**src/dma_sec_consts.svh**
```systemverilog
// secure dma width constants

`ifndef DMA_SEC_CONSTS_SVH
`define DMA_SEC_CONSTS_SVH

// ----------------------------------------------------------------------
// datapath widths
// ----------------------------------------------------------------------

// word address into the shared memory
`define DMA_ADDR_W 8
// memory word
`define DMA_DATA_W 16
// requester security domain and dma level
`define DMA_DOM_W 2
// core request tag, returned with the response
`define DMA_TAG_W 4

// one word per address
`define DMA_MEM_WORDS 256

`endif

```
**src/dma_ctrl_pkg.sv**
```systemverilog
// dma control state types

`default_nettype none

package dma_ctrl_pkg;

	// domain gate fsm
	typedef enum logic [2:0] {
		GATE_IDLE  = 3'd0,
		GATE_CHECK = 3'd1,
		GATE_FWD   = 3'd2,
		GATE_WAIT  = 3'd3,
		GATE_RESP  = 3'd4
	} gate_state_t;

	// arbiter fsm
	// busy covers the engine run and the done pulse back to the gate
	typedef enum logic {
		ARB_IDLE = 1'b0,
		ARB_BUSY = 1'b1
	} arb_state_t;

endpackage

`default_nettype wire

```
**src/dma_req_pkg.sv**
```systemverilog
// dma request payload types

`default_nettype none

`include "dma_sec_consts.svh"

package dma_req_pkg;

	// engine operation code
	typedef enum logic [1:0] {
		OP_READ  = 2'd0,
		OP_COPY  = 2'd1,
		OP_WRITE = 2'd2
	} op_t;

	// debug port, read and copy only, no write data
	typedef struct packed {
		op_t                   op;
		logic [`DMA_ADDR_W-1:0] src;
		logic [`DMA_ADDR_W-1:0] dest;
	} dbg_req_t;

	// core port, full command plus tag
	typedef struct packed {
		op_t                   op;
		logic [`DMA_ADDR_W-1:0] src;
		logic [`DMA_ADDR_W-1:0] dest;
		logic [`DMA_DATA_W-1:0] wdata;
		logic [`DMA_TAG_W-1:0]  tag;
	} core_req_t;

endpackage

`default_nettype wire

```
**src/dma_arbiter.sv**
```systemverilog
// round-robin dma arbiter

`timescale 1ns/1ns
`default_nettype none

`include "dma_sec_consts.svh"

module dma_arbiter (
	input  wire logic                   clk,
	input  wire logic                   reset,

	// debug gate
	input  wire logic                   dbg_fwd_val,
	input  wire dma_req_pkg::dbg_req_t  dbg_fwd_payload,
	output logic                        dbg_fwd_done,

	// core gate
	input  wire logic                   core_fwd_val,
	input  wire dma_req_pkg::core_req_t core_fwd_payload,
	output logic                        core_fwd_done,

	// result, shared by both gates
	output logic      [`DMA_DATA_W-1:0] fwd_rdata,

	// engine command
	output logic                        start,
	output dma_req_pkg::op_t            op,
	output logic      [`DMA_ADDR_W-1:0] src,
	output logic      [`DMA_ADDR_W-1:0] dest,
	output logic      [`DMA_DATA_W-1:0] wdata,
	input  wire logic                   done,
	input  wire logic [`DMA_DATA_W-1:0] eng_rdata
);

	dma_ctrl_pkg::arb_state_t state;

	// core won the current or most recent transfer
	logic owner_core;
	logic any_req;
	logic pick_core;

	assign any_req   = dbg_fwd_val || core_fwd_val;
	// on a tie the gate not served last wins
	assign pick_core = core_fwd_val && (!dbg_fwd_val || !owner_core);

	// ----------------------------------------------------------------------
	// control
	// ----------------------------------------------------------------------

	always_ff @(posedge clk) begin
		if (reset) begin
			state         <= dma_ctrl_pkg::ARB_IDLE;
			owner_core    <= 1'b0;
			start         <= 1'b0;
			dbg_fwd_done  <= 1'b0;
			core_fwd_done <= 1'b0;
		end else begin
			start         <= 1'b0;
			dbg_fwd_done  <= 1'b0;
			core_fwd_done <= 1'b0;
			case (state)
				dma_ctrl_pkg::ARB_IDLE:
					if (any_req) begin
						state      <= dma_ctrl_pkg::ARB_BUSY;
						owner_core <= pick_core;
						start      <= 1'b1;
					end
				dma_ctrl_pkg::ARB_BUSY: begin
					// done goes back one cycle after the engine
					if (done) begin
						dbg_fwd_done  <= !owner_core;
						core_fwd_done <= owner_core;
					end
					// gate drops fwd_val after its done pulse
					if (dbg_fwd_done || core_fwd_done) begin
						state <= dma_ctrl_pkg::ARB_IDLE;
					end
				end
				default:
					state <= dma_ctrl_pkg::ARB_IDLE;
			endcase
		end
	end

	// ----------------------------------------------------------------------
	// command and result registers
	// ----------------------------------------------------------------------

	always_ff @(posedge clk) begin
		if (state == dma_ctrl_pkg::ARB_IDLE && any_req) begin
			if (pick_core) begin
				op    <= core_fwd_payload.op;
				src   <= core_fwd_payload.src;
				dest  <= core_fwd_payload.dest;
				wdata <= core_fwd_payload.wdata;
			end else begin
				// debug carries no write data
				op    <= dbg_fwd_payload.op;
				src   <= dbg_fwd_payload.src;
				dest  <= dbg_fwd_payload.dest;
				wdata <= '0;
			end
		end
		if (done) begin
			fwd_rdata <= eng_rdata;
		end
	end

endmodule

`default_nettype wire

```
**src/dma_engine.sv**
```systemverilog
// word memory dma engine

`timescale 1ns/1ns
`default_nettype none

`include "dma_sec_consts.svh"

module dma_engine (
	input  wire logic                   clk,
	input  wire logic                   reset,

	// command from the arbiter
	input  wire logic                   start,
	input  wire dma_req_pkg::op_t       op,
	input  wire logic [`DMA_ADDR_W-1:0] src,
	input  wire logic [`DMA_ADDR_W-1:0] dest,
	input  wire logic [`DMA_DATA_W-1:0] wdata,

	// completion
	output logic                        done,
	output logic      [`DMA_DATA_W-1:0] rdata
);

	// ----------------------------------------------------------------------
	// storage
	// ----------------------------------------------------------------------

	logic [`DMA_DATA_W-1:0] mem [`DMA_MEM_WORDS];

	// second step of copy pending
	logic                   copy_step;
	// copy target, held for the second step
	logic [`DMA_ADDR_W-1:0] copy_dest;

	// ----------------------------------------------------------------------
	// sequencer
	// ----------------------------------------------------------------------

	// read and write finish in one cycle, copy in two
	always_ff @(posedge clk) begin
		if (reset) begin
			done      <= 1'b0;
			copy_step <= 1'b0;
		end else begin
			done      <= (start && op != dma_req_pkg::OP_COPY) || copy_step;
			copy_step <= start && op == dma_req_pkg::OP_COPY;
		end
	end

	// ----------------------------------------------------------------------
	// datapath
	// ----------------------------------------------------------------------

	always_ff @(posedge clk) begin
		// copy writes back the word read in the first step
		if (copy_step) begin
			mem[copy_dest] <= rdata;
		end else if (start && op == dma_req_pkg::OP_WRITE) begin
			mem[dest] <= wdata;
		end

		if (start) begin
			copy_dest <= dest;
			// write echoes its own data
			if (op == dma_req_pkg::OP_WRITE) begin
				rdata <= wdata;
			end else begin
				rdata <= mem[src];
			end
		end
	end

endmodule

`default_nettype wire

```
**src/domain_gate.sv**
```systemverilog
// security domain gate

`timescale 1ns/1ns
`default_nettype none

`include "dma_sec_consts.svh"

module domain_gate #(
	parameter type payload_t = logic
) (
	input  wire logic                   clk,
	input  wire logic                   reset,

	// requester side
	input  wire logic                   val,
	input  wire logic [`DMA_DOM_W-1:0]  domain,
	input  wire payload_t               payload,
	output logic                        ack,
	output logic                        denied,
	output logic      [`DMA_DATA_W-1:0] rdata,
	output payload_t                    resp_payload,

	// configured level of the dma
	input  wire logic [`DMA_DOM_W-1:0]  dma_level,

	// arbiter side
	output logic                        fwd_val,
	output payload_t                    fwd_payload,
	input  wire logic                   fwd_done,
	input  wire logic [`DMA_DATA_W-1:0] fwd_rdata
);

	// ----------------------------------------------------------------------
	// state
	// ----------------------------------------------------------------------

	dma_ctrl_pkg::gate_state_t state;
	dma_ctrl_pkg::gate_state_t state_next;

	// captured request
	logic [`DMA_DOM_W-1:0]  domain_reg;
	payload_t               payload_reg;

	// response
	logic                   denied_reg;
	logic [`DMA_DATA_W-1:0] rdata_reg;

	// domain at or above the dma level
	logic                   grant;

	assign grant = (domain_reg >= dma_level);

	always_ff @(posedge clk) begin
		if (reset) begin
			state <= dma_ctrl_pkg::GATE_IDLE;
		end else begin
			state <= state_next;
		end
	end

	// ----------------------------------------------------------------------
	// next state
	// ----------------------------------------------------------------------

	always_comb begin
		state_next = state;
		case (state)
			dma_ctrl_pkg::GATE_IDLE:
				if (val) begin
					state_next = dma_ctrl_pkg::GATE_CHECK;
				end
			// denied requests skip the arbiter entirely
			dma_ctrl_pkg::GATE_CHECK:
				state_next = grant ? dma_ctrl_pkg::GATE_FWD : dma_ctrl_pkg::GATE_RESP;
			dma_ctrl_pkg::GATE_FWD:
				state_next = fwd_done ? dma_ctrl_pkg::GATE_RESP : dma_ctrl_pkg::GATE_WAIT;
			// held here under back-pressure
			dma_ctrl_pkg::GATE_WAIT:
				if (fwd_done) begin
					state_next = dma_ctrl_pkg::GATE_RESP;
				end
			dma_ctrl_pkg::GATE_RESP:
				state_next = dma_ctrl_pkg::GATE_IDLE;
			default:
				state_next = dma_ctrl_pkg::GATE_IDLE;
		endcase
	end

	// ----------------------------------------------------------------------
	// request capture and result
	// ----------------------------------------------------------------------

	// denied flag, decided once per request in check
	always_ff @(posedge clk) begin
		if (reset) begin
			denied_reg <= 1'b0;
		end else if (state == dma_ctrl_pkg::GATE_CHECK) begin
			denied_reg <= !grant;
		end
	end

	always_ff @(posedge clk) begin
		// only accepted while idle
		if (state == dma_ctrl_pkg::GATE_IDLE && val) begin
			domain_reg  <= domain;
			payload_reg <= payload;
		end
		// zero data on deny, engine result on grant
		if (state == dma_ctrl_pkg::GATE_CHECK && !grant) begin
			rdata_reg <= '0;
		end else if ((state == dma_ctrl_pkg::GATE_FWD || state == dma_ctrl_pkg::GATE_WAIT)
				&& fwd_done) begin
			rdata_reg <= fwd_rdata;
		end
	end

	// ----------------------------------------------------------------------
	// outputs
	// ----------------------------------------------------------------------

	assign fwd_val      = (state == dma_ctrl_pkg::GATE_FWD) || (state == dma_ctrl_pkg::GATE_WAIT);
	assign fwd_payload  = payload_reg;

	// one-cycle response
	assign ack          = (state == dma_ctrl_pkg::GATE_RESP);
	assign denied       = ack && denied_reg;
	assign rdata        = rdata_reg;
	assign resp_payload = payload_reg;

endmodule

`default_nettype wire

```
**src/secure_dma_top.sv**
```systemverilog
// secure dma front end top

`timescale 1ns/1ns
`default_nettype none

`include "dma_sec_consts.svh"

module secure_dma_top (
	input  wire logic                   clk,
	input  wire logic                   reset,
	input  wire logic [`DMA_DOM_W-1:0]  dma_level,

	// debug port
	input  wire logic                   dbg_val,
	input  wire logic [`DMA_DOM_W-1:0]  dbg_domain,
	input  wire dma_req_pkg::op_t       dbg_op,
	input  wire logic [`DMA_ADDR_W-1:0] dbg_src,
	input  wire logic [`DMA_ADDR_W-1:0] dbg_dest,
	output logic                        dbg_ack,
	output logic                        dbg_denied,
	output logic      [`DMA_DATA_W-1:0] dbg_rdata,

	// core port
	input  wire logic                   core_val,
	input  wire logic [`DMA_DOM_W-1:0]  core_domain,
	input  wire dma_req_pkg::op_t       core_op,
	input  wire logic [`DMA_ADDR_W-1:0] core_src,
	input  wire logic [`DMA_ADDR_W-1:0] core_dest,
	input  wire logic [`DMA_DATA_W-1:0] core_wdata,
	input  wire logic [`DMA_TAG_W-1:0]  core_tag,
	output logic                        core_ack,
	output logic                        core_denied,
	output logic      [`DMA_DATA_W-1:0] core_rdata,
	output logic      [`DMA_TAG_W-1:0]  core_rtag
);

	// ----------------------------------------------------------------------
	// request packing
	// ----------------------------------------------------------------------

	dma_req_pkg::dbg_req_t  dbg_req;
	dma_req_pkg::core_req_t core_req;
	dma_req_pkg::core_req_t core_resp;

	assign dbg_req  = '{op: dbg_op, src: dbg_src, dest: dbg_dest};
	assign core_req = '{op: core_op, src: core_src, dest: core_dest,
		wdata: core_wdata, tag: core_tag};

	// tag comes back from the captured core request
	assign core_rtag = core_resp.tag;

	// gate to arbiter
	logic                   dbg_fwd_val;
	logic                   dbg_fwd_done;
	dma_req_pkg::dbg_req_t  dbg_fwd_payload;
	logic                   core_fwd_val;
	logic                   core_fwd_done;
	dma_req_pkg::core_req_t core_fwd_payload;
	logic [`DMA_DATA_W-1:0] fwd_rdata;

	// arbiter to engine
	logic                   start;
	logic                   done;
	dma_req_pkg::op_t       eng_op;
	logic [`DMA_ADDR_W-1:0] eng_src;
	logic [`DMA_ADDR_W-1:0] eng_dest;
	logic [`DMA_DATA_W-1:0] eng_wdata;
	logic [`DMA_DATA_W-1:0] eng_rdata;

	// ----------------------------------------------------------------------
	// instances
	// ----------------------------------------------------------------------

	domain_gate #(.payload_t(dma_req_pkg::dbg_req_t)) dbg_gate (
		.clk(clk), .reset(reset),
		.val(dbg_val), .domain(dbg_domain), .payload(dbg_req),
		.ack(dbg_ack), .denied(dbg_denied), .rdata(dbg_rdata), .resp_payload(),
		.dma_level(dma_level),
		.fwd_val(dbg_fwd_val), .fwd_payload(dbg_fwd_payload),
		.fwd_done(dbg_fwd_done), .fwd_rdata(fwd_rdata)
	);

	domain_gate #(.payload_t(dma_req_pkg::core_req_t)) core_gate (
		.clk(clk), .reset(reset),
		.val(core_val), .domain(core_domain), .payload(core_req),
		.ack(core_ack), .denied(core_denied), .rdata(core_rdata), .resp_payload(core_resp),
		.dma_level(dma_level),
		.fwd_val(core_fwd_val), .fwd_payload(core_fwd_payload),
		.fwd_done(core_fwd_done), .fwd_rdata(fwd_rdata)
	);

	dma_arbiter arbiter (
		.clk(clk), .reset(reset),
		.dbg_fwd_val(dbg_fwd_val), .dbg_fwd_payload(dbg_fwd_payload),
		.dbg_fwd_done(dbg_fwd_done),
		.core_fwd_val(core_fwd_val), .core_fwd_payload(core_fwd_payload),
		.core_fwd_done(core_fwd_done),
		.fwd_rdata(fwd_rdata),
		.start(start), .op(eng_op), .src(eng_src), .dest(eng_dest), .wdata(eng_wdata),
		.done(done), .eng_rdata(eng_rdata)
	);

	dma_engine engine (
		.clk(clk), .reset(reset),
		.start(start), .op(eng_op), .src(eng_src), .dest(eng_dest), .wdata(eng_wdata),
		.done(done), .rdata(eng_rdata)
	);

endmodule

`default_nettype wire
```
**config.mk**
```make
export PLATFORM = sky130hd
export DESIGN_NAME = secure_dma_top
export DESIGN_NICKNAME = d
export VERILOG_FILES = /design/src/dma_ctrl_pkg.sv /design/src/dma_req_pkg.sv /design/src/dma_arbiter.sv /design/src/dma_engine.sv /design/src/domain_gate.sv /design/src/secure_dma_top.sv
export VERILOG_INCLUDE_DIRS = /design/src
export SDC_FILE = /design/constraint.sdc
export NUM_CORES = 2
export LEC_CHECK = 0
export BUFFER_PORTS_ARGS = -buffer_cell sky130_fd_sc_hd__buf_4
export CELL_PAD_IN_SITES_DETAIL_PLACEMENT = 1
export CELL_PAD_IN_SITES_GLOBAL_PLACEMENT = 2
export CORE_ASPECT_RATIO = 0.5
export CORE_MARGIN = 2
export CORE_UTILIZATION = 55
export CTS_CLUSTER_SIZE = 28
export DETAILED_ROUTE_END_ITERATION = 8
export HOLD_SLACK_MARGIN = 0.08
export PLACE_DENSITY_LB_ADDON = 0.2
export SYNTH_ARGS = -nofsm -noshare
export SYNTH_HDL_FRONTEND = slang
export SYNTH_SLANG_ARGS = --single-unit
```
**constraint.sdc**
```tcl
create_clock -name clk -period 17.2 [get_ports clk]
set_input_delay 3.44 -clock clk [delete_from_list [all_inputs] [get_ports clk]]
set_output_delay 3.44 -clock clk [all_outputs]
set_load 0.005 [all_outputs]
```
==> metrics.md <==
| Metric | Value |
|---|---|
| CTS max path bufs | `4` |
| Overflow after GRT | `0` |
| Syn_area_per_cell | `21.6 um^2` |
| Async set or reset register ratio after synthesis | `0` |
| Max-cap violation count | `2` |
| Initial Utilization | `0.554` |
| Area contributors post-synth | `edfxtp_1 (77%), mux4_2 (13%), mux2i_1 (1.9%), nor2_1 (0.83%), dfxtp_1 (0.67%)` |
| Fin. max-slew vios | `52` |
| Largest reg by FF count | `engine.mem` |
| Synth cell types | `77` |
| Sequential fraction of the synthesis area | `0.780` |
| Psw | `0.00640 W` |
| Fmax achieved | `0.147 GHz` |
| Die height | `390 um` |
| Initial detailed-routing violation count | `13400` |
| Leading area contributor after synthesis | `edfxtp_1` |
| Status | `complete, but fails checks` |
| Initial antenna violation count | `48` |
| # nets final | `8119` |
| Hold Crit Class | `flip-flop to flip-flop` |
| Crit start category | `flip-flop` |
| # placed instances | `11600` |
| Sw frac | `0.268` |
| WL final | `501 mm` |
| I/O Pins | `106` |
| GPL Wtd Cong | `0.926` |
| Post-CTS Resized | `0` |
| Unrepaired setup endpoints after global routing | `no` |
| Non-Filler Instances | `12300` |
| CTS Buf Count | `368` |
| CTS sink count | `4285` |
| Logic gate share of total power | `0.158` |
| Max FFs per register | `4096` |
| Internal power | `0.0175 W` |
| Register area | `128000 um^2` |
| Slew HR | `-0.0618` |
| Overall routing resource usage | `0.332` |
| Via-to-Cell Ratio | `6.92` |
| Min Tclk post-route | `6.81 ns` |
| Syn Inst Count | `7615` |
| Compound-cell area share of the yosys netlist | `0.0297` |
| CP required | `17.78 ns` |
| Max VDD drop | `88.1 uV` |
| DRT antenna net count | `0` |
| Share of cells above drive strength 1 | `0.259` |
| Mux cell area share after synthesis | `0.150` |
| Setup violators final | `0` |
| Reg clk slew, reported paths | `0.07 ns` |
| Worst Tran Pin Value | `1.58 ns` |
| Vias | `85100` |
| Adder-cell share of the synthesized area | `0.000305` |
| FP Rows | `141` |
| Power per Cell Area | `131 nW/um^2` |
| Setup Skew | `0.0522 ns` |
| Commonest non-fill, non-tap cell in the layout | `edfxtp_1` |
| # fillers | `24000` |
| CTS root buf | `clkbuf_16` |
| Post-Synth XOR/XNOR Area | `0` |
| Post-DP HPWL | `307 mm` |
| Critical path endpoint category | `flip-flop` |
| Final setup TNS | `0 ns` |
| Net Count, Synth | `7685` |
| Post-synth top flop | `edfxtp_1` |
| Pre-antenna DRT Iters | `6` |
| Simple-Gate Fraction of Synth Area | `0.0243` |
| LEAKAGE | `57.2 nW` |
| CTS hold repair buffers | `0` |
| DRC viols | `0` |
| Largest family of logic cells by synthesized area | `multiplexers` |
| Yosys top cell area share | `0.774` |
| Seq cells post-synth | `4285` |
| CTS H-tree lvls | `5` |
| CTS tree | `yes` |
| Avg WL per Cell | `40.8 um` |
| Vias in the first global route | `86100` |
| Failing checks | `capacitance limit, slew limit` |
| Largest net degree at the start of global routing | `221` |
| Worst skew pair latency | `0.94 ns` |
| Die area | `303000 um^2` |
| Layout area overhead | `11.4%` |
| Placeable Area | `296000 um^2` |
| Setup Crit Path Kind | `flip-flop to flip-flop` |
| Most frequent cells in the layout | `edfxtp_1 (4230), mux4_2 (937), buf_4 (484), clkbuf_16 (374), mux2i_1 (310)` |
| Clock share of power | `0.347` |
| First-pass GRT wire length | `695 mm` |
| Setup bufs post-CTS | `0` |
| CP arrival | `7.39 ns` |
| Final worst path period share | `0.396` |
| Crit path max fanout | `39` |
| Syn. warnings | `0` |
| Die X | `777 um` |
| Flop pwr share | `0.495` |
| Buffers on Ports | `105` |
| Multi-input combinational cell area | `34200 um^2` |
| Number of flops mapped to enable cells by yosys | `4230` |
| Fin. Hold Viols | `0` |
| Mapped Area | `164000 um^2` |
[per-stage QoR]
step / cell area (um^2) / hold slack, ns / power, W / setup WS, ns / utilization
6_report: 183000 / 0.458 / 0.0239 / 10.39 / 0.617
5_1_grt: 183000 / 0.485 / 0.0244 / 9.99 / 0.617
4_1_cts: 183000 / 0.460 / 0.0238 / 10.28 / 0.617
3_5_place_dp: 171000 / 0.452 / 0.0157 / 10.33 / 0.578
3_3_place_gp: 171000 / 0.449 / 0.0156 / 10.45 / 0.578
2_1_floorplan: 164000 / 0.426 / 0.0143 / 11.31 / -
[Yosys cell counts, types with 5 or more instances]
cell type  instances
mux4_2           937
o211ai_1          17
edfxtp_1        4230
nor3_1            38
buf_2            121
nand2_1          255
nand4_1           22
a22o_1            17
buf_6             54
o31ai_1            7
mux2_2            37
o21ai_0           79
a221oi_1          40
buf_1             32
a21o_1             7
nand3_1           71
a31oi_1           25
o22ai_1          119
a21oi_1          110
a41oi_1            7
o22a_1             6
nor2_1           361
nor4_1             7
nand2b_1          18
buf_4             62
nor2b_1           16
dfxtp_1           55
and3_1             8
clkbuf_1         162
mux2i_1          310
or3_1             10
o221ai_1          43
and2_1            40
a211oi_1          28
a311oi_1           5
o32a_1             5
o21ai_1            7
a22oi_1          137
inv_1             10
nand3b_1          19
[per-layer routing]
layer | global-route usage | part of all wire | vias up | routed length, um
met4 | 0.102 | 0.035 | 34 | 17600
met2 | 0.481 | 0.44 | 5642 | 221000
li1 | - | - | 32800 | -
met1 | 0.470 | 0.38 | 45700 | 190000
met5 | 0 | 0.00049 | - | 244
met3 | 0.129 | 0.14 | 918 | 72500
[critical path, cell delays in order, from the launching register on]
cell      delay [ns]
dfxtp_4         0.73
buf_4           0.72
buf_4           0.78
buf_4           0.60
buf_4           0.73
mux4_2          0.59
a22o_1          0.25
a221oi_1        0.73
a31oi_1         0.33
a21oi_1         0.61
a41oi_1         0.26
[power by group through the flow]
| stage | logic, W | registers [W] | clock network (W) |
|---|---|---|---|
| 2_1_floorplan | 0.00221 | 0.0121 | 0 |
| 3_3_place_gp | 0.00357 | 0.0120 | 0 |
| 3_5_place_dp | 0.00367 | 0.0120 | 0 |
| 4_1_cts | 0.00369 | 0.0118 | 0.00831 |
| 5_1_grt | 0.00389 | 0.0118 | 0.00866 |
| 6_report | 0.00378 | 0.0118 | 0.00828 |
[final cells by class]
type / instances / share of cell area
Clock inverter: 190 / 0.00974
Antenna cell: 15 / 0.000205
Tap cell: 3932 / 0.0269
Timing Repair Buffer: 499 / 0.0214
Inverter: 11 / 0.000274
Sequential cell: 4285 / 0.701
Clock buffer: 474 / 0.0535
Multi-Input combinational cell: 2884 / 0.187
[path summary, 6_finish.rpt]
check                           slack, ns  cells past startpoint                        endpoint                            from
worst max-delay path                10.39                     10       engine.rdata[7]$_DFFE_PP_                       flip-flop
worst min-delay path                 0.46                      2  dbg_gate.rdata[8]$_SDFFE_PP0P_  dbg_gate.rdata[8]$_SDFFE_PP0P_
worst max register to register      10.39                     10       engine.rdata[7]$_DFFE_PP_                       flip-flop
worst min register to register       0.46                      2  dbg_gate.rdata[8]$_SDFFE_PP0P_  dbg_gate.rdata[8]$_SDFFE_PP0P_
[kinds of logic after synthesis]
logic type               count (synthesis)
buffers and inverters                  446
AO/OA/AOI/OAI                          703
AND/OR/NAND/NOR                        893
multiplexers                          1284
adder cells (fa/ha/maj)                  4
flip-flops                            4285
Power figures use the tool's default switching activity.
